[config.mk]
export PLATFORM = sky130hd
export DESIGN_NAME = branch_subsys
export DESIGN_NICKNAME = d
export VERILOG_FILES = /design/src/design/core_cfg_pkg.sv /design/src/design/rv_isa_pkg.sv /design/src/design/bp_pht.sv /design/src/design/id_issue_reg.sv /design/src/design/branch_unit.sv /design/src/design/branch_subsys.sv
export SDC_FILE = /design/constraint.sdc
export NUM_CORES = 1
export LEC_CHECK = 0
export ABC_AREA = 1
export ABC_CLOCK_PERIOD_IN_PS = 3200
export BUFFER_PORTS_ARGS = -buffer_cell sky130_fd_sc_hd__buf_2
export CAP_MARGIN = 20
export CELL_PAD_IN_SITES_DETAIL_PLACEMENT = 2
export CELL_PAD_IN_SITES_GLOBAL_PLACEMENT = 2
export CORE_ASPECT_RATIO = 2
export CORE_MARGIN = 3
export CORE_UTILIZATION = 30
export DETAILED_ROUTE_END_ITERATION = 7
export PLACE_DENSITY = 0.74
export RECOVER_POWER = 25
export SKIP_CTS_REPAIR_TIMING = 1
export SLEW_MARGIN = 25
export SYNTH_ARGS = -nofsm -noshare
export SYNTH_HDL_FRONTEND = slang
export SYNTH_SLANG_ARGS = --single-unit
[constraint.sdc]
create_clock -name clk -period 3.2 [get_ports clk]
set_clock_uncertainty 0.05 [all_clocks]
set_input_delay 0.64 -clock clk [delete_from_list [all_inputs] [get_ports clk]]
set_output_delay 0.64 -clock clk [all_outputs]
set_load 0.01 [all_outputs]
[src/design/core_cfg_pkg.sv]
// Core configuration for the branch resolution slice
// Widths, reset pc, predictor sizing and exception cause positions

package core_cfg_pkg;

  ////////////////////////////////////////
  // Datapath
  ////////////////////////////////////////

  // Register and pc width
  localparam int XLEN = 32;

  // Fetch restarts here after reset
  localparam logic [XLEN-1:0] PC_INIT = 32'h8000_0000;

  // Sequential step, no compressed instructions
  localparam logic [XLEN-1:0] INSTR_BYTES = 32'd4;

  ////////////////////////////////////////
  // Exceptions
  ////////////////////////////////////////

  localparam int EXC_W = 16;

  // Target not on a 4 byte boundary
  localparam int CAUSE_MISALIGNED_INSTR = 0;

  ////////////////////////////////////////
  // Branch prediction
  ////////////////////////////////////////

  // Global history length
  localparam int BP_HIST_BITS = 2;

  // Table index width and the lowest pc bit it uses
  localparam int PHT_IDX_BITS = 6;
  localparam int PHT_IDX_LSB  = 2;
  localparam int PHT_ENTRIES  = 1 << PHT_IDX_BITS;

endpackage

[src/design/rv_isa_pkg.sv]
// RV32I encodings needed for control transfer resolution
// Opcodes, branch funct3 values, FENCE.I and the B/J instruction views

package rv_isa_pkg;

  ////////////////////////////////////////
  // Major opcodes, instruction bits 6:2
  ////////////////////////////////////////

  localparam logic [4:0] OPC_BRANCH  = 5'b11000;
  localparam logic [4:0] OPC_JAL     = 5'b11011;
  localparam logic [4:0] OPC_JALR    = 5'b11001;
  // FENCE and FENCE.I live here
  localparam logic [4:0] OPC_MISCMEM = 5'b00011;

  ////////////////////////////////////////
  // Branch conditions
  ////////////////////////////////////////

  localparam logic [2:0] F3_BEQ  = 3'b000;
  localparam logic [2:0] F3_BNE  = 3'b001;
  // 010 and 011 are reserved
  localparam logic [2:0] F3_BLT  = 3'b100;
  localparam logic [2:0] F3_BGE  = 3'b101;
  localparam logic [2:0] F3_BLTU = 3'b110;
  localparam logic [2:0] F3_BGEU = 3'b111;

  // Full FENCE.I word, all other fields zero
  localparam logic [31:0] INSTR_FENCE_I = 32'h0000_100f;

  ////////////////////////////////////////
  // Instruction word views
  ////////////////////////////////////////

  // Same 32 bits read as B-type or as J-type
  typedef union packed {
    // Conditional branch
    struct packed {
      logic       imm12;
      logic [5:0] imm10_5;
      logic [4:0] rs2;
      logic [4:0] rs1;
      logic [2:0] funct3;
      logic [3:0] imm4_1;
      logic       imm11;
      logic [6:0] opcode;
    } b_fmt;
    // Jump and link
    struct packed {
      logic       imm20;
      logic [9:0] imm10_1;
      logic       imm11;
      logic [7:0] imm19_12;
      logic [4:0] rd;
      logic [6:0] opcode;
    } j_fmt;
  } instr_u;

endpackage

[src/design/bp_pht.sv]
// Branch pattern history table
// 2-bit saturating counters, looked up at issue, trained by the branch unit

module bp_pht (
  input  logic                                   clk,
  input  logic                                   rstn,
  // Lookup side
  input  logic [core_cfg_pkg::XLEN-1:0]          lookup_pc,
  input  logic [core_cfg_pkg::BP_HIST_BITS-1:0]  history,
  output logic [1:0]                             pred,
  // Training side
  input  logic                                   upd,
  input  logic                                   upd_taken,
  input  logic [core_cfg_pkg::XLEN-1:0]          upd_pc,
  input  logic [core_cfg_pkg::BP_HIST_BITS-1:0]  upd_history
);

  ////////////////////////////////////////
  // Index hashing
  ////////////////////////////////////////

  // Gshare style, pc slice xor zero-extended history
  function automatic logic [core_cfg_pkg::PHT_IDX_BITS-1:0] pht_idx(
    input logic [core_cfg_pkg::XLEN-1:0]         pc,
    input logic [core_cfg_pkg::BP_HIST_BITS-1:0] hist
  );
    logic [core_cfg_pkg::PHT_IDX_BITS-1:0] pc_bits;
    logic [core_cfg_pkg::PHT_IDX_BITS-1:0] hist_ext;
    pc_bits  = pc[core_cfg_pkg::PHT_IDX_LSB +: core_cfg_pkg::PHT_IDX_BITS];
    hist_ext = {{(core_cfg_pkg::PHT_IDX_BITS - core_cfg_pkg::BP_HIST_BITS){1'b0}}, hist};
    return pc_bits ^ hist_ext;
  endfunction

  ////////////////////////////////////////
  // Storage
  ////////////////////////////////////////

  logic [1:0]                            cnt [core_cfg_pkg::PHT_ENTRIES];
  logic [core_cfg_pkg::PHT_IDX_BITS-1:0] rd_idx;
  logic [core_cfg_pkg::PHT_IDX_BITS-1:0] wr_idx;
  logic [1:0]                            wr_cnt;
  logic [1:0]                            nxt_cnt;

  assign rd_idx = pht_idx(lookup_pc, history);
  assign wr_idx = pht_idx(upd_pc, upd_history);

  // Combinational read, bit 1 is the direction
  assign pred = cnt[rd_idx];

  ////////////////////////////////////////
  // Training
  ////////////////////////////////////////

  assign wr_cnt = cnt[wr_idx];

  // Saturate at 00 and 11
  always_comb begin
    nxt_cnt = wr_cnt;
    if (upd_taken) begin
      if (wr_cnt != 2'b11) begin
        nxt_cnt = wr_cnt + 2'b01;
      end
    end else begin
      if (wr_cnt != 2'b00) begin
        nxt_cnt = wr_cnt - 2'b01;
      end
    end
  end

  // All entries start weakly not taken
  always_ff @(posedge clk or negedge rstn) begin
    if (!rstn) begin
      for (int i = 0; i < core_cfg_pkg::PHT_ENTRIES; i++) begin
        cnt[i] <= 2'b01;
      end
    end else if (upd) begin
      cnt[wr_idx] <= nxt_cnt;
    end
  end

endmodule

[src/design/id_issue_reg.sv]
// Issue stage register in front of the branch unit
// Holds on stall, squashes to a bubble on either flush

module id_issue_reg (
  input  logic                             clk,
  input  logic                             rstn,
  input  logic                             ex_stall,
  input  logic                             flush_in,
  input  logic                             st_flush,
  // From the issue port
  input  logic [core_cfg_pkg::XLEN-1:0]    in_pc,
  input  logic [core_cfg_pkg::XLEN-1:0]    in_instr,
  input  logic [core_cfg_pkg::XLEN-1:0]    in_opa,
  input  logic [core_cfg_pkg::XLEN-1:0]    in_opb,
  input  logic [core_cfg_pkg::EXC_W-1:0]   in_exception,
  input  logic                             in_bubble,
  input  logic [1:0]                       in_pred,
  // To the branch unit
  output logic [core_cfg_pkg::XLEN-1:0]    id_pc,
  output logic [core_cfg_pkg::XLEN-1:0]    id_instr,
  output logic [core_cfg_pkg::XLEN-1:0]    id_opa,
  output logic [core_cfg_pkg::XLEN-1:0]    id_opb,
  output logic [core_cfg_pkg::EXC_W-1:0]   id_exception,
  output logic                             id_bubble,
  output logic [1:0]                       id_pred
);

  logic squash;
  logic bubble_q;

  // Any flush kills both the held and the arriving instruction
  assign squash = flush_in | st_flush;

  // Held entry looks like a bubble as soon as a flush shows up
  assign id_bubble = bubble_q | squash;

  ////////////////////////////////////////
  // Stage register
  ////////////////////////////////////////

  always_ff @(posedge clk or negedge rstn) begin
    if (!rstn) begin
      bubble_q     <= 1'b1;
      id_pc        <= '0;
      id_instr     <= '0;
      id_opa       <= '0;
      id_opb       <= '0;
      id_exception <= '0;
      id_pred      <= 2'b00;
    end else begin
      // Flush wins over stall
      if (squash) begin
        bubble_q <= 1'b1;
      end else if (!ex_stall) begin
        bubble_q <= in_bubble;
      end
      if (!ex_stall) begin
        id_pc        <= in_pc;
        id_instr     <= in_instr;
        id_opa       <= in_opa;
        id_opb       <= in_opb;
        id_exception <= in_exception;
        id_pred      <= in_pred;
      end
    end
  end

endmodule

[src/design/branch_unit.sv]
// Branch resolution for JAL, JALR, conditional branches and FENCE.I
// Produces next pc, pipeline and cache flushes, predictor training and history

module branch_unit (
  input  logic                                   clk,
  input  logic                                   rstn,
  input  logic                                   ex_stall,
  input  logic                                   st_flush,
  // Issued instruction
  input  logic [core_cfg_pkg::XLEN-1:0]          id_pc,
  input  logic [core_cfg_pkg::XLEN-1:0]          id_instr,
  input  logic [core_cfg_pkg::XLEN-1:0]          id_opa,
  input  logic [core_cfg_pkg::XLEN-1:0]          id_opb,
  input  logic [core_cfg_pkg::EXC_W-1:0]         id_exception,
  input  logic                                   id_bubble,
  input  logic [1:0]                             id_pred,
  // Resolution results
  output logic [core_cfg_pkg::XLEN-1:0]          next_pc,
  output logic                                   bu_flush,
  output logic                                   cache_flush,
  output logic [core_cfg_pkg::EXC_W-1:0]         exception,
  // Predictor side
  output logic [core_cfg_pkg::BP_HIST_BITS-1:0]  bp_history,
  output logic                                   bp_update,
  output logic                                   bp_btaken,
  output logic [core_cfg_pkg::XLEN-1:0]          bp_pc,
  output logic [core_cfg_pkg::BP_HIST_BITS-1:0]  bp_upd_history
);

  ////////////////////////////////////////
  // Decode
  ////////////////////////////////////////

  rv_isa_pkg::instr_u                    instr;
  logic [4:0]                            opc;
  logic [core_cfg_pkg::XLEN-1:0]         imm_b;
  logic [core_cfg_pkg::XLEN-1:0]         imm_j;
  logic [core_cfg_pkg::XLEN-1:0]         pc_seq;
  logic [core_cfg_pkg::XLEN-1:0]         jalr_sum;

  // Resolved this cycle
  logic                                  btaken;
  logic                                  upd;
  logic                                  pipeflush;
  logic                                  cflush;
  logic                                  chk_align;
  logic [core_cfg_pkg::XLEN-1:0]         nxt_pc;

  // One extra bit, newest outcome sits in bit 0
  logic [core_cfg_pkg::BP_HIST_BITS:0]   hist_q;

  assign instr = id_instr;
  assign opc   = instr.b_fmt.opcode[6:2];

  // B-type offset, 13 bits sign-extended
  assign imm_b = {{(core_cfg_pkg::XLEN-13){instr.b_fmt.imm12}},
                  instr.b_fmt.imm12, instr.b_fmt.imm11,
                  instr.b_fmt.imm10_5, instr.b_fmt.imm4_1, 1'b0};

  // J-type offset, 21 bits sign-extended
  assign imm_j = {{(core_cfg_pkg::XLEN-21){instr.j_fmt.imm20}},
                  instr.j_fmt.imm20, instr.j_fmt.imm19_12,
                  instr.j_fmt.imm11, instr.j_fmt.imm10_1, 1'b0};

  assign pc_seq   = id_pc + core_cfg_pkg::INSTR_BYTES;
  assign jalr_sum = id_opa + id_opb;

  ////////////////////////////////////////
  // Resolution
  ////////////////////////////////////////

  always_comb begin
    // Defaults cover bubbles and non-control instructions
    btaken    = 1'b0;
    upd       = 1'b0;
    pipeflush = 1'b0;
    cflush    = 1'b0;
    chk_align = 1'b0;
    nxt_pc    = pc_seq;
    if (!id_bubble) begin
      case (opc)
        rv_isa_pkg::OPC_JAL: begin
          // Fetch already redirected, nothing to flush
          btaken = 1'b1;
          nxt_pc = id_pc + imm_j;
        end
        rv_isa_pkg::OPC_JALR: begin
          btaken    = 1'b1;
          pipeflush = 1'b1;
          chk_align = 1'b1;
          nxt_pc    = {jalr_sum[core_cfg_pkg::XLEN-1:1], 1'b0};
        end
        rv_isa_pkg::OPC_BRANCH: begin
          upd       = 1'b1;
          chk_align = 1'b1;
          case (instr.b_fmt.funct3)
            rv_isa_pkg::F3_BEQ:  btaken = (id_opa == id_opb);
            rv_isa_pkg::F3_BNE:  btaken = (id_opa != id_opb);
            rv_isa_pkg::F3_BLT:  btaken = ($signed(id_opa) < $signed(id_opb));
            rv_isa_pkg::F3_BGE:  btaken = ($signed(id_opa) >= $signed(id_opb));
            rv_isa_pkg::F3_BLTU: btaken = (id_opa < id_opb);
            rv_isa_pkg::F3_BGEU: btaken = (id_opa >= id_opb);
            default: begin
              // Reserved funct3, falls through as sequential
              upd       = 1'b0;
              chk_align = 1'b0;
            end
          endcase
          if (upd) begin
            // Mispredict against counter MSB
            pipeflush = btaken ^ id_pred[1];
            nxt_pc    = btaken ? id_pc + imm_b : pc_seq;
          end
        end
        rv_isa_pkg::OPC_MISCMEM: begin
          if (id_instr == rv_isa_pkg::INSTR_FENCE_I) begin
            pipeflush = 1'b1;
            cflush    = 1'b1;
          end
        end
        default: begin
          nxt_pc = pc_seq;
        end
      endcase
    end
  end

  ////////////////////////////////////////
  // Output registers
  ////////////////////////////////////////

  // Pulses drop to zero on stall, everything else holds
  always_ff @(posedge clk or negedge rstn) begin
    if (!rstn) begin
      next_pc     <= core_cfg_pkg::PC_INIT;
      bu_flush    <= 1'b1;
      cache_flush <= 1'b0;
      bp_update   <= 1'b0;
      bp_btaken   <= 1'b0;
      exception   <= '0;
      hist_q      <= '0;
    end else if (ex_stall) begin
      bu_flush    <= 1'b0;
      cache_flush <= 1'b0;
      bp_update   <= 1'b0;
    end else begin
      next_pc     <= nxt_pc;
      bu_flush    <= pipeflush;
      cache_flush <= cflush;
      bp_update   <= upd;
      bp_btaken   <= btaken;
      if (bu_flush || st_flush) begin
        exception <= '0;
      end else begin
        exception <= id_exception;
        exception[core_cfg_pkg::CAUSE_MISALIGNED_INSTR] <=
          id_exception[core_cfg_pkg::CAUSE_MISALIGNED_INSTR] | (chk_align & |nxt_pc[1:0]);
      end
      if (upd) begin
        hist_q <= {hist_q[core_cfg_pkg::BP_HIST_BITS-1:0], btaken};
      end
    end
  end

  // Training address and history, only meaningful with bp_update
  always_ff @(posedge clk) begin
    if (!ex_stall && upd) begin
      bp_pc          <= id_pc;
      bp_upd_history <= bp_history;
    end
  end

  // Current outcome left out of the lookup history
  assign bp_history = hist_q[core_cfg_pkg::BP_HIST_BITS:1];

endmodule

[src/design/branch_subsys.sv]
// Branch resolution subsystem top
// Pattern history table, issue register and branch unit

module branch_subsys (
  input  logic                            clk,
  input  logic                            rstn,
  input  logic                            ex_stall,
  input  logic                            st_flush,
  // Issue port
  input  logic [core_cfg_pkg::XLEN-1:0]   in_pc,
  input  logic [core_cfg_pkg::XLEN-1:0]   in_instr,
  input  logic [core_cfg_pkg::XLEN-1:0]   in_opa,
  input  logic [core_cfg_pkg::XLEN-1:0]   in_opb,
  input  logic [core_cfg_pkg::EXC_W-1:0]  in_exception,
  input  logic                            in_bubble,
  // Results
  output logic [core_cfg_pkg::XLEN-1:0]   next_pc,
  output logic                            bu_flush,
  output logic                            cache_flush,
  output logic [core_cfg_pkg::EXC_W-1:0]  exception,
  output logic                            bp_update,
  output logic                            bp_btaken
);

  ////////////////////////////////////////
  // Internal nets
  ////////////////////////////////////////

  logic [1:0]                             pred;
  logic [core_cfg_pkg::BP_HIST_BITS-1:0]  bp_history;
  logic [core_cfg_pkg::BP_HIST_BITS-1:0]  bp_upd_history;
  logic [core_cfg_pkg::XLEN-1:0]          bp_pc;
  logic [core_cfg_pkg::XLEN-1:0]          id_pc;
  logic [core_cfg_pkg::XLEN-1:0]          id_instr;
  logic [core_cfg_pkg::XLEN-1:0]          id_opa;
  logic [core_cfg_pkg::XLEN-1:0]          id_opb;
  logic [core_cfg_pkg::EXC_W-1:0]         id_exception;
  logic                                   id_bubble;
  logic [1:0]                             id_pred;

  // Lookup at issue, training two edges later
  bp_pht bp_pht_i (
    .clk         (clk),
    .rstn        (rstn),
    .lookup_pc   (in_pc),
    .history     (bp_history),
    .pred        (pred),
    .upd         (bp_update),
    .upd_taken   (bp_btaken),
    .upd_pc      (bp_pc),
    .upd_history (bp_upd_history)
  );

  id_issue_reg id_issue_reg_i (
    .clk          (clk),
    .rstn         (rstn),
    .ex_stall     (ex_stall),
    .flush_in     (bu_flush),
    .st_flush     (st_flush),
    .in_pc        (in_pc),
    .in_instr     (in_instr),
    .in_opa       (in_opa),
    .in_opb       (in_opb),
    .in_exception (in_exception),
    .in_bubble    (in_bubble),
    .in_pred      (pred),
    .id_pc        (id_pc),
    .id_instr     (id_instr),
    .id_opa       (id_opa),
    .id_opb       (id_opb),
    .id_exception (id_exception),
    .id_bubble    (id_bubble),
    .id_pred      (id_pred)
  );

  branch_unit branch_unit_i (
    .clk            (clk),
    .rstn           (rstn),
    .ex_stall       (ex_stall),
    .st_flush       (st_flush),
    .id_pc          (id_pc),
    .id_instr       (id_instr),
    .id_opa         (id_opa),
    .id_opb         (id_opb),
    .id_exception   (id_exception),
    .id_bubble      (id_bubble),
    .id_pred        (id_pred),
    .next_pc        (next_pc),
    .bu_flush       (bu_flush),
    .cache_flush    (cache_flush),
    .exception      (exception),
    .bp_history     (bp_history),
    .bp_update      (bp_update),
    .bp_btaken      (bp_btaken),
    .bp_pc          (bp_pc),
    .bp_upd_history (bp_upd_history)
  );

endmodule

==> impl_metrics.py, run 1 <==
metrics = {
    "run_status": {
        "status": "finished, violations left",
        "failed_checks": "capacitance limit, slew limit, setup timing",
    },
    "logic_synthesis": {
        "synthSimpleGateAreaFrac_pct": 29.3,
        "synth-seq-area-share_pct": 39.1,
        "synth_compound_area_share_pct": 14.8,
        "synth_top_family_by_area": "simple AND/OR/NAND/NOR gates",
        "synthXorXnorAreaFrac_pct": 2.55,
        "synth_ff_type": "dfrtp_1",
        "ys_warn_count": 0,
        "synth_area_sq_mm": 0.0219,
        "async_reset_ff_share_pct": 97.6,
        "synth-seq-cells": 337,
        "synth_area_leaders": "dfrtp_1 30%, nand2_1 18%, dfstp_2 8.0%, ha_1 6.1%, inv_1 5.4%",
        "synthCells": 3084,
        "yosysTopAreaCell": "dfrtp_1",
        "syn_area_per_cell_sq_um": 7.10,
        "synth_top_area_share_pct": 29.9,
        "synth_cell_type_count": 57,
        "synth_adder_area_share_pct": 6.38,
        "synth_mux_area_share_pct": 0.137,
        "synth_edf_count": 8,
        "synth_nets": 3343,
    },
    "timing": {
        "finalHoldViolCount": 0,
        "slew_violations": 57,
        "worst_pin_slew_ns": 1.71,
        "finalCritPeriodShare_pct": 101,
        "fin_hold_ws_ns": 0.191,
        "finalSetupTns_ns": -0.0274,
        "rsz0062_at_grt": "true",
        "min_period_ns": 3.23,
        "clock.fmax_ghz": 0.310,
        "worst_slack_ns": -0.0272,
        "max_slew_margin_pct": -14.1,
        "setup-violations-final": 2,
    },
    "placed_design": {
        "gp_congestion": 0.956,
        "portBuffers": 200,
        "dp_hpwl_microns": 91000,
    },
    "route": {
        "wl_per_cell_microns": 26.1,
        "drt_iter0_markers": 972,
        "wirelength_microns": 119000,
        "detail-route-antenna-nets": 0,
        "drt-pass1-iter-count": 5,
        "drc": 0,
        "routed_via_density": 5.40,
        "num_vias": 24700,
    },
    "cts": {
        "clock-root-buffer": "clkbuf_16",
        "cts_sinks": 337,
        "clockBufferDepth": 3,
        "path_clk_slew_ns": 0.08,
        "cts_tree": "built",
        "clk_latency_ns": 0.60,
        "cts_buffers": 38,
        "cts_max_level": 2,
    },
    "global_route": {
        "grt_pass1_wl_microns": 173000,
        "grt_max_degree": 84,
        "antenna_found_initial": 0,
        "grt_usage_pct": 29.8,
        "grt_pass1_vias": 28600,
        "grt_overflow": 0,
    },
    "cells_and_area": {
        "area_growth_pct": 32.3,
        "nNetsFinal": 3883,
        "utilization_pct": 40.3,
        "drive_above_1_share_pct": 24.2,
        "multi_input_area_sq_mm": 0.0123,
        "fillers": 8464,
        "regArea_sq_mm": 0.00856,
    },
    "hold_path": {
        "holdPathStages": 3,
        "worstHoldPathType": "in -> reg",
    },
    "floorplanning": {
        "rows": 139,
        "start_util_pct": 30.4,
        "dieArea_sq_mm": 0.0765,
        "io_pins": 201,
        "die_h_microns": 388,
        "die_w_microns": 197,
        "coreArea_sq_mm": 0.0720,
    },
    "worst_setup_path": {
        "path_depth": 21,
        "max_stage_delay_ns": 0.37,
        "crit_chain": "inv_1 > ha_1 > nand2_1 > nand2_1 > nand2_1 > nand2_1 > a21oi_2 > nand2_2 > nand2_4 > nand3_1 > nand2_2 > nor2_2 > nand3_2 > buf_8 > clkinvlp_4 > buf_12 > clkbuf_16 > o211ai_1 > nand4_1 > nand2_1 > nand2_1",
        "crit_buf_inv": 5,
        "arrival_ns": 3.67,
        "worst_path_max_delay_cell": "dfrtp_1",
        "critPathMaxFanout": 5,
        "critPathRequiredTime_ns": 3.64,
        "cp_top_family": "simple AND/OR/NAND/NOR gates",
        "reg2regPathDepth": 21,
        "start_kind": "flop",
        "cp-end-kind": "flop",
        "critical-path-top-cell-by-count": "nand2_1",
        "worstSetupPathType": "reg -> reg",
    },
    "power": {
        "power_density_mw_per_mm2": 482,
        "irDropWorstVdd_mv": 0.400,
        "leakagePower_nw": 14.4,
    },
    "run": {
        "maxCapViolCount": 1,
    },
}
sequential cells by signal, summed over array words and instances, names as in the netlist:
signal and count:
branch_unit_i.bp_btaken 1, bp_pht_i.cnt 128, branch_unit_i.exception 16, id_issue_reg_i.bubble_q 1, branch_unit_i.bp_upd_history 2, id_issue_reg_i.id_pred 1, id_issue_reg_i.id_exception 16, id_issue_reg_i.id_opb 32
branch_unit_i.bp_pc 6, id_issue_reg_i.id_instr 32, branch_unit_i.cache_flush 1, branch_unit_i.hist_q 3, id_issue_reg_i.id_pc 32, branch_unit_i.bp_update 1, branch_unit_i.next_pc 32, branch_unit_i.bu_flush 1
id_issue_reg_i.id_opa 32
cell families (layout without fill, tap and decap cells):
family / Yosys count / after routing
other cells: 0 / 1
buf+inv: 434 / 1003
mux: 3 / 3
simple gates: 1572 / 1572
fa+ha+maj: 110 / 110
compound gates: 566 / 566
flops: 337 / 337
xor+xnor: 62 / 62
report_power, final:
group,switching (mW),internal (mW)
Combinational,2.53,1.63
Clock,2.14,2.89
Sequential,0.283,4.52
synth_stat cells, types with 10 or more instances:
cell and number:
buf_2 23, clkbuf_1 70, inv_1 318, a22o_1 19, dfrtp_1 262, nor2_1 242
a21oi_1 204, dfstp_2 67, ha_1 107, nand4_1 34, o221ai_1 12, or2_2 13
nor4_1 28, xor2_1 50, a22oi_1 19, nand2_1 1031, nand3_1 162, o21ai_0 212
o21bai_1 11, nor3_1 45, xnor2_1 10, o211ai_1 23
area by class of cell:
| cell class | count | share of cell area (%) |
|---|---|---|
| sequential | 337 | 29.5 |
| timing repair buffer | 606 | 14.9 |
| multi-input combinational | 2313 | 42.6 |
| tap | 916 | 3.95 |
| antenna | 1 | 0.00863 |
| clock buffer | 53 | 3.90 |
| inverter | 328 | 4.29 |
| clock inverter | 16 | 0.833 |
through the flow:
step                      area, sq um  worst slack, ns  power (mW)  instances
after floorplan                 21900            0.360        6.48       3084
after CTS                       28100           -0.298        13.7       4544
final                           29000          -0.0272        14.0       4570
after detailed placement        26700           -0.244        8.58       4475
after global routing            29000           -0.213        14.6       4569
after global placement          26700           -0.135        8.39       4475
final timing paths:
kind,from,slack (ns),to
setup / recovery,id_issue_reg_i.id_opb[9]$_DFFE_PN0N_,-0.03,branch_unit_i.next_pc[14]$_DFFE_PN0N_
hold / removal,in_opa[17],0.19,id_issue_reg_i.id_opa[17]$_DFFE_PN0N_
setup reg to reg,id_issue_reg_i.id_opb[9]$_DFFE_PN0N_,-0.03,branch_unit_i.next_pc[14]$_DFFE_PN0N_
hold reg to reg,bp_pht_i.cnt[72]$_DFFE_PN1P_,0.42,bp_pht_i.cnt[72]$_DFFE_PN1P_
max in group asynchronous,rstn,0.34,id_issue_reg_i.id_instr[10]$_DFFE_PN0N_
min in group asynchronous,rstn,0.97,bp_pht_i.cnt[101]$_DFFE_PN0P_
cells in the final DEF, fill, tap and decap left out, drive strengths merged, types with 3 or more instances in the layout:
cell / n
nand3: 164
nor2: 244
or2: 13
nor4: 28
a211oi: 4
edfxtp: 8
dfrtp: 262
mux2i: 3
clkbuf: 72
nand2: 1035
o21bai: 11
a21oi: 204
a22o: 19
a31oi: 9
nor3: 45
fa: 3
o311ai: 6
dfstp: 67
a21boi: 3
nand4: 34
and3: 3
o21a: 5
xnor2: 11
clkinv: 11
inv: 326
o31ai: 4
buf: 586
bufinv: 5
a22oi: 19
a21o: 9
a221oi: 8
o211ai: 23
o22ai: 4
xor2: 51
o221ai: 12
ha: 107
o21ai: 217
tightest hold or removal path: cells and delay by family:
family	cells	cell delay (ns)
AND/OR/NAND/NOR	2	0.09
buffers and inverters	1	0.08
layer usage:
| layer | vias up | GRT usage, % | share of wire (%) |
|---|---|---|---|
| met5 | - | 0 | 0 |
| met4 | 0 | 23.9 | 11 |
| met3 | 432 | 3.10 | 3.1 |
| met2 | 705 | 58.0 | 54 |
| met1 | 12400 | 27.4 | 32 |
| li1 | 11100 | - | - |
No activity file was read; power rests on OpenSTA's default activity.
==> inputs of run 2 (changes only) <==
--- a/config.mk
+++ b/config.mk
@@ -13,9 +13,9 @@
 export CELL_PAD_IN_SITES_GLOBAL_PLACEMENT = 2
 export CORE_ASPECT_RATIO = 2
 export CORE_MARGIN = 3
-export CORE_UTILIZATION = 30
+export CORE_UTILIZATION = 35
 export DETAILED_ROUTE_END_ITERATION = 7
-export PLACE_DENSITY = 0.74
+export PLACE_DENSITY = 0.84
 export RECOVER_POWER = 25
 export SKIP_CTS_REPAIR_TIMING = 1
 export SLEW_MARGIN = 25
==> impl_metrics.py, run 2 (synthesized netlist as in run 1, its figures left out) <==
metrics = {
    "run_status": {
        "status": "finished, violations left",
        "failed_checks": "capacitance limit, slew limit, setup timing",
    },
    "route": {
        "drt_iter0_markers": 1250,
        "routed_via_density": 5.73,
        "drc": 0,
        "wl_per_cell_microns": 27.4,
        "drt-pass1-iter-count": 5,
        "wirelength_microns": 118000,
        "detail-route-antenna-nets": 0,
        "num_vias": 24700,
    },
    "worst_setup_path": {
        "crit_chain": "inv_1 > ha_1 > buf_4 > o21ai_0 > a21oi_1 > o21ai_1 > a21oi_1 > inv_1 > a21oi_1 > or2_2 > nand3_1 > nand2_1 > inv_1 > nand2_1 > nand2_1 > a21oi_1",
        "start_kind": "flop",
        "critPathRequiredTime_ns": 3.58,
        "critPathMaxFanout": 5,
        "rrSetupSlack_ns": -0.08,
        "critical-path-top-cell-by-count": "a21oi_1",
        "max_stage_delay_ns": 0.40,
        "worstSetupPathType": "reg -> reg",
        "r2r-end": "branch_unit_i.next_pc[18]$_DFFE_PN0N_",
        "timing.rr.start": "id_issue_reg_i.id_opb[9]$_DFFE_PN0N_",
        "cp-end-kind": "flop",
        "worst_path_max_delay_cell": "dfrtp_1",
        "reg2regPathDepth": 16,
        "arrival_ns": 3.66,
    },
    "timing": {
        "finalHoldViolCount": 0,
        "rsz0062_at_grt": "true",
        "finalCritPeriodShare_pct": 102,
        "min_period_ns": 3.28,
        "max_slew_margin_pct": -57.6,
        "slew_violations": 81,
        "worst_pin_slew_ns": 2.36,
        "clock.fmax_ghz": 0.305,
        "fin_hold_ws_ns": 0.231,
        "worst_slack_ns": -0.0766,
        "setup-violations-final": 2,
    },
    "cts": {
        "clock-root-buffer": "clkbuf_16",
        "path_clk_slew_ns": 0.07,
        "cts_sinks": 337,
        "cts_buffers": 36,
        "clk_latency_ns": 0.57,
        "cts_max_level": 2,
        "cts_tree": "built",
        "clockBufferDepth": 3,
    },
    "hold_path": {
        "worstHoldPathType": "in -> reg",
        "holdCritStartpoint": "in_instr[8]",
        "holdPathStages": 3,
        "worstHoldEndpoint": "id_issue_reg_i.id_instr[8]$_DFFE_PN0N_",
    },
    "global_route": {
        "grt_max_degree": 165,
        "grt_pass1_wl_microns": 172000,
        "grt_overflow": 0,
        "grt_usage_pct": 34.1,
        "grt_pass1_vias": 28600,
        "antenna_found_initial": 5,
    },
    "cells_and_area": {
        "nNetsFinal": 3757,
        "layout_commonest_cell": "nand2_1",
        "mostFrequentLayoutCells": "1011 x nand2_1, 312 x inv_1, 258 x dfrtp_1",
        "regMostFlops": "bp_pht_i.cnt",
        "fillers": 7381,
        "final_cells": 4316,
        "drive_above_1_share_pct": 20.9,
        "largest_reg_flops": 128,
        "area_growth_pct": 25.1,
    },
    "placed_design": {
        "dp_hpwl_microns": 87400,
        "post-place-cells": 4232,
        "gp_congestion": 1.01,
        "portBuffers": 200,
    },
    "floorplanning": {
        "dieArea_sq_mm": 0.0658,
        "io_pins": 201,
        "coreArea_sq_mm": 0.0620,
        "start_util_pct": 35.4,
        "die_w_microns": 183,
        "die_h_microns": 360,
        "rows": 129,
    },
    "power": {
        "leakagePower_nw": 13.6,
        "irDropWorstVdd_mv": 0.429,
        "power_density_mw_per_mm2": 471,
    },
    "run": {
        "maxCapViolCount": 1,
    },
}
## run 2: power by group
group	switching, mW	total (mW)	internal, mW	leakage, nW
Sequential	0.299	4.82	4.52	4.08
Clock	1.97	4.30	2.33	0.568
Combinational	2.43	3.79	1.36	8.93
Total	4.70	12.9	8.21	13.6
## run 2: worst max-delay path by stage
stage,end,cells after the start,start
2_1_floorplan,branch_unit_i.next_pc[30]$_DFFE_PN0N_,14,id_issue_reg_i.id_instr[31]$_DFFE_PN0N_
3_3_place_gp,branch_unit_i.next_pc[28]$_DFFE_PN0N_,14,id_issue_reg_i.id_instr[31]$_DFFE_PN0N_
3_5_place_dp,branch_unit_i.next_pc[28]$_DFFE_PN0N_,14,id_issue_reg_i.id_instr[31]$_DFFE_PN0N_
4_1_cts,branch_unit_i.next_pc[28]$_DFFE_PN0N_,14,id_issue_reg_i.id_instr[31]$_DFFE_PN0N_
5_1_grt,branch_unit_i.next_pc[27]$_DFFE_PN0N_,20,id_issue_reg_i.id_opb[22]$_DFFE_PN0N_
6_report,branch_unit_i.next_pc[18]$_DFFE_PN0N_,16,id_issue_reg_i.id_opb[9]$_DFFE_PN0N_
## run 2: layer usage
layer | up-vias | global-route usage (%) | routed length [microns]
li1 | 10900 | - | -
met1 | 12500 | 31.8 | 38200
met4 | 2 | 29.9 | 13000
met2 | 864 | 64.2 | 62600
met5 | - | 0 | 13
met3 | 520 | 3.78 | 4310
## run 2: worst max-delay path: cells and delay by family (launching register included)
kind	cells	cell delay, ns
adder cells (fa/ha/maj)	1	0.36
AO/OA/AOI/OAI	6	1.16
AND/OR/NAND/NOR	5	0.61
flip-flops	1	0.40
buffers and inverters	4	0.56
## run 2: metrics by stage
stage / setup slack, ns / utilization, % / setup TNS, ns / power [mW] / cell area, sq um
floorplan: 0.360 / - / 0 / 6.48 / 21900
global placement: -0.215 / 41.4 / -0.555 / 8.11 / 25600
detailed placement: -0.223 / 41.4 / -2.36 / 8.31 / 25600
CTS: -0.239 / 43.2 / -3.13 / 12.7 / 26800
global route: -0.172 / 44.2 / -2.87 / 13.4 / 27400
finish: -0.0766 / 44.2 / -0.0801 / 12.9 / 27400
## run 2: cell type report
cell class	count	area, sq um	share of cell area, %
inverter	328	1240	4.54
clock inverter	12	70.1	0.256
clock buffer	54	1070	3.91
sequential	337	8560	31.2
antenna	4	10.0	0.0365
multi-input combinational	2314	12200	44.4
timing repair buffer	481	3310	12.1
tap	786	983	3.59
==> inputs of run 3 (changes only) <==
--- a/config.mk
+++ b/config.mk
@@ -6,16 +6,16 @@
 export NUM_CORES = 1
 export LEC_CHECK = 0
 export ABC_AREA = 1
-export ABC_CLOCK_PERIOD_IN_PS = 3200
+export ABC_CLOCK_PERIOD_IN_PS = 3000
 export BUFFER_PORTS_ARGS = -buffer_cell sky130_fd_sc_hd__buf_2
 export CAP_MARGIN = 20
 export CELL_PAD_IN_SITES_DETAIL_PLACEMENT = 2
 export CELL_PAD_IN_SITES_GLOBAL_PLACEMENT = 2
 export CORE_ASPECT_RATIO = 2
-export CORE_MARGIN = 3
-export CORE_UTILIZATION = 35
+export CORE_MARGIN = 10
+export CORE_UTILIZATION = 31
 export DETAILED_ROUTE_END_ITERATION = 7
-export PLACE_DENSITY = 0.84
+export PLACE_DENSITY = 0.79
 export RECOVER_POWER = 25
 export SKIP_CTS_REPAIR_TIMING = 1
 export SLEW_MARGIN = 25
==> constraint.sdc (replaced) <==
create_clock -name clk -period 3 [get_ports clk]
set_clock_uncertainty 0.05 [all_clocks]
set_input_delay 0.6 -clock clk [delete_from_list [all_inputs] [get_ports clk]]
set_output_delay 0.6 -clock clk [all_outputs]
set_load 0.1 [all_outputs]
==> impl_metrics.py, run 3 (synthesized netlist as in run 1, its figures left out) <==
metrics = {
    "worst_setup_path": {
        "start_kind": "flop",
        "worstSetupPathType": "reg -> reg",
        "critical-path-top-cell-by-count": "nand2_2",
        "critPathRequiredTime_ns": 3.40,
        "crit_buf_inv": 3,
        "cp_top_family": "simple AND/OR/NAND/NOR gates",
        "worst_path_max_delay_cell": "edfxtp_1",
        "cp-end-kind": "flop",
        "timing.rr.start": "branch_unit_i.bp_pc[3]$_DFFE_PP_",
        "max_stage_delay_ns": 0.46,
        "startpoint": "branch_unit_i.bp_pc[3]$_DFFE_PP_",
        "arrival_ns": 3.70,
        "crit_chain": "xor2_4 > nor2_2 > nand2_2 > inv_4 > a22o_1 > a21oi_1 > nand3_2 > nand2_2 > nand2_2 > nor2_4 > buf_6 > nand3_4 > nand2_8 > nand2_8 > clkbuf_16 > nand2_1 > nand2_1",
        "critPathMaxFanout": 5,
    },
    "global_route": {
        "grt_pass1_wl_microns": 179000,
        "grt_usage_pct": 28.3,
        "antenna_found_initial": 4,
        "grt_pass1_vias": 29200,
        "grt_max_degree": 136,
        "grt_overflow": 0,
    },
    "power": {
        "power_density_mw_per_mm2": 500,
        "leakagePower_nw": 15.5,
        "irDropWorstVdd_mv": 0.484,
        "power_mw": 15.7,
    },
    "route": {
        "routed_via_density": 5.62,
        "drt_iter0_markers": 1342,
        "wl_per_cell_microns": 29.6,
        "detail-route-antenna-nets": 0,
        "drt-pass1-iter-count": 5,
        "wirelength_microns": 138000,
        "drc": 0,
        "num_vias": 26200,
    },
    "placed_design": {
        "portBuffers": 200,
        "place_ws_ns": -0.444,
        "place_area_sq_mm": 0.0272,
        "dp_hpwl_microns": 95000,
        "gp_congestion": 0.975,
    },
    "cells_and_area": {
        "postLayoutCellArea_sq_mm": 0.0314,
        "layout_commonest_cell": "nand2_1",
        "regMostFlops": "bp_pht_i.cnt",
        "largest_reg_flops": 128,
        "area_growth_pct": 43.2,
        "drive_above_1_share_pct": 33.3,
        "nNetsFinal": 3977,
        "fillers": 7863,
        "mostFrequentLayoutCells": "886 x nand2_1, 429 x buf_4, 301 x inv_1",
    },
    "floorplanning": {
        "io_pins": 201,
        "dieArea_sq_mm": 0.0824,
        "start_util_pct": 31.3,
        "die_w_microns": 208,
        "coreArea_sq_mm": 0.0699,
        "rows": 137,
        "die_h_microns": 396,
    },
    "timing": {
        "finalHoldViolCount": 0,
        "min_period_ns": 3.30,
        "clock.fmax_ghz": 0.303,
        "worst_pin_slew_ns": 1.63,
        "finalCritPeriodShare_pct": 110,
        "rsz0062_at_grt": "true",
        "max_slew_margin_pct": -8.93,
        "setup-violations-final": 159,
        "worst_slack_ns": -0.305,
        "slew_violations": 47,
    },
    "hold_path": {
        "holdCritStartpoint": "in_instr[6]",
        "worstHoldPathType": "in -> reg",
    },
    "cts": {
        "cts_max_level": 2,
        "path_clk_slew_ns": 0.08,
        "clk_latency_ns": 0.61,
        "clock-root-buffer": "clkbuf_16",
        "clockBufferDepth": 3,
        "cts_buffers": 38,
        "cts_tree": "built",
        "cts_sinks": 337,
    },
    "run_status": {
        "status": "finished, violations left",
        "failed_checks": "capacitance limit, slew limit, setup timing",
    },
    "run": {
        "maxCapViolCount": 1,
    },
}
[run 3: area by class of cell]
cell class | instances | area, sq um | share of cell area, %
multi-input cells | 2314 | 13700 | 43.7
diodes | 2 | 5.00 | 0.0159
inverters | 328 | 1260 | 4.03
clock inverters | 24 | 273 | 0.869
clock buffers | 46 | 1040 | 3.32
repair buffers | 699 | 5390 | 17.2
well taps | 903 | 1130 | 3.60
flip-flops and latches | 337 | 8560 | 27.3
[run 3: worst reg2reg max path, delay by kind of cell, from the launching register on]
kind                   cells  cell delay [ns]
AND/OR/NAND/NOR           11             1.23
AO/OA/AOI/OAI              2             0.70
flip-flops                 1             0.46
buffers and inverters      3             0.40
XOR/XNOR                   1             0.30
[run 3: final timing paths]
path                                                           end  slack [ns]  depth (start not counted)
setup / recovery                       bp_pht_i.cnt[5]$_DFFE_PN0P_       -0.30                         17
hold / removal              id_issue_reg_i.id_instr[6]$_DFFE_PN0N_        0.13                          3
setup reg to reg                       bp_pht_i.cnt[5]$_DFFE_PN0P_       -0.30                         17
hold reg to reg                       bp_pht_i.cnt[40]$_DFFE_PN1P_        0.42                          2
max in group asynchronous  id_issue_reg_i.id_instr[21]$_DFFE_PN0N_        0.65                          4
min in group asynchronous             bp_pht_i.cnt[85]$_DFFE_PN0P_        0.90                          2
[run 3: through the flow]
| stage | hold slack [ns] | utilization (%) | cells | setup TNS (ns) |
|---|---|---|---|---|
| final | 0.132 | 44.9 | 4653 | -28.33 |
| after global routing | 0.129 | 44.9 | 4652 | -39.99 |
| after CTS | -0.127 | 40.8 | 4601 | -25.94 |
| after detailed placement | 0.411 | 38.9 | 4531 | -14.24 |
| after global placement | 0.404 | 38.9 | 4531 | -5.72 |
| after floorplan | 0.254 | - | 3084 | 0 |
[run 3: where the power goes]
part / total, mW / internal, mW / switching [mW]
clock network: 5.21 / 2.80 / 2.41
logic: 5.36 / 1.89 / 3.47
registers: 5.13 / 4.82 / 0.313
[run 3: routing by layer]
metal	GRT usage, %	share of wire [%]
met5	0	0.0080
met4	24.4	11
met3	3.57	4.3
met2	54.8	53
met1	25.2	31
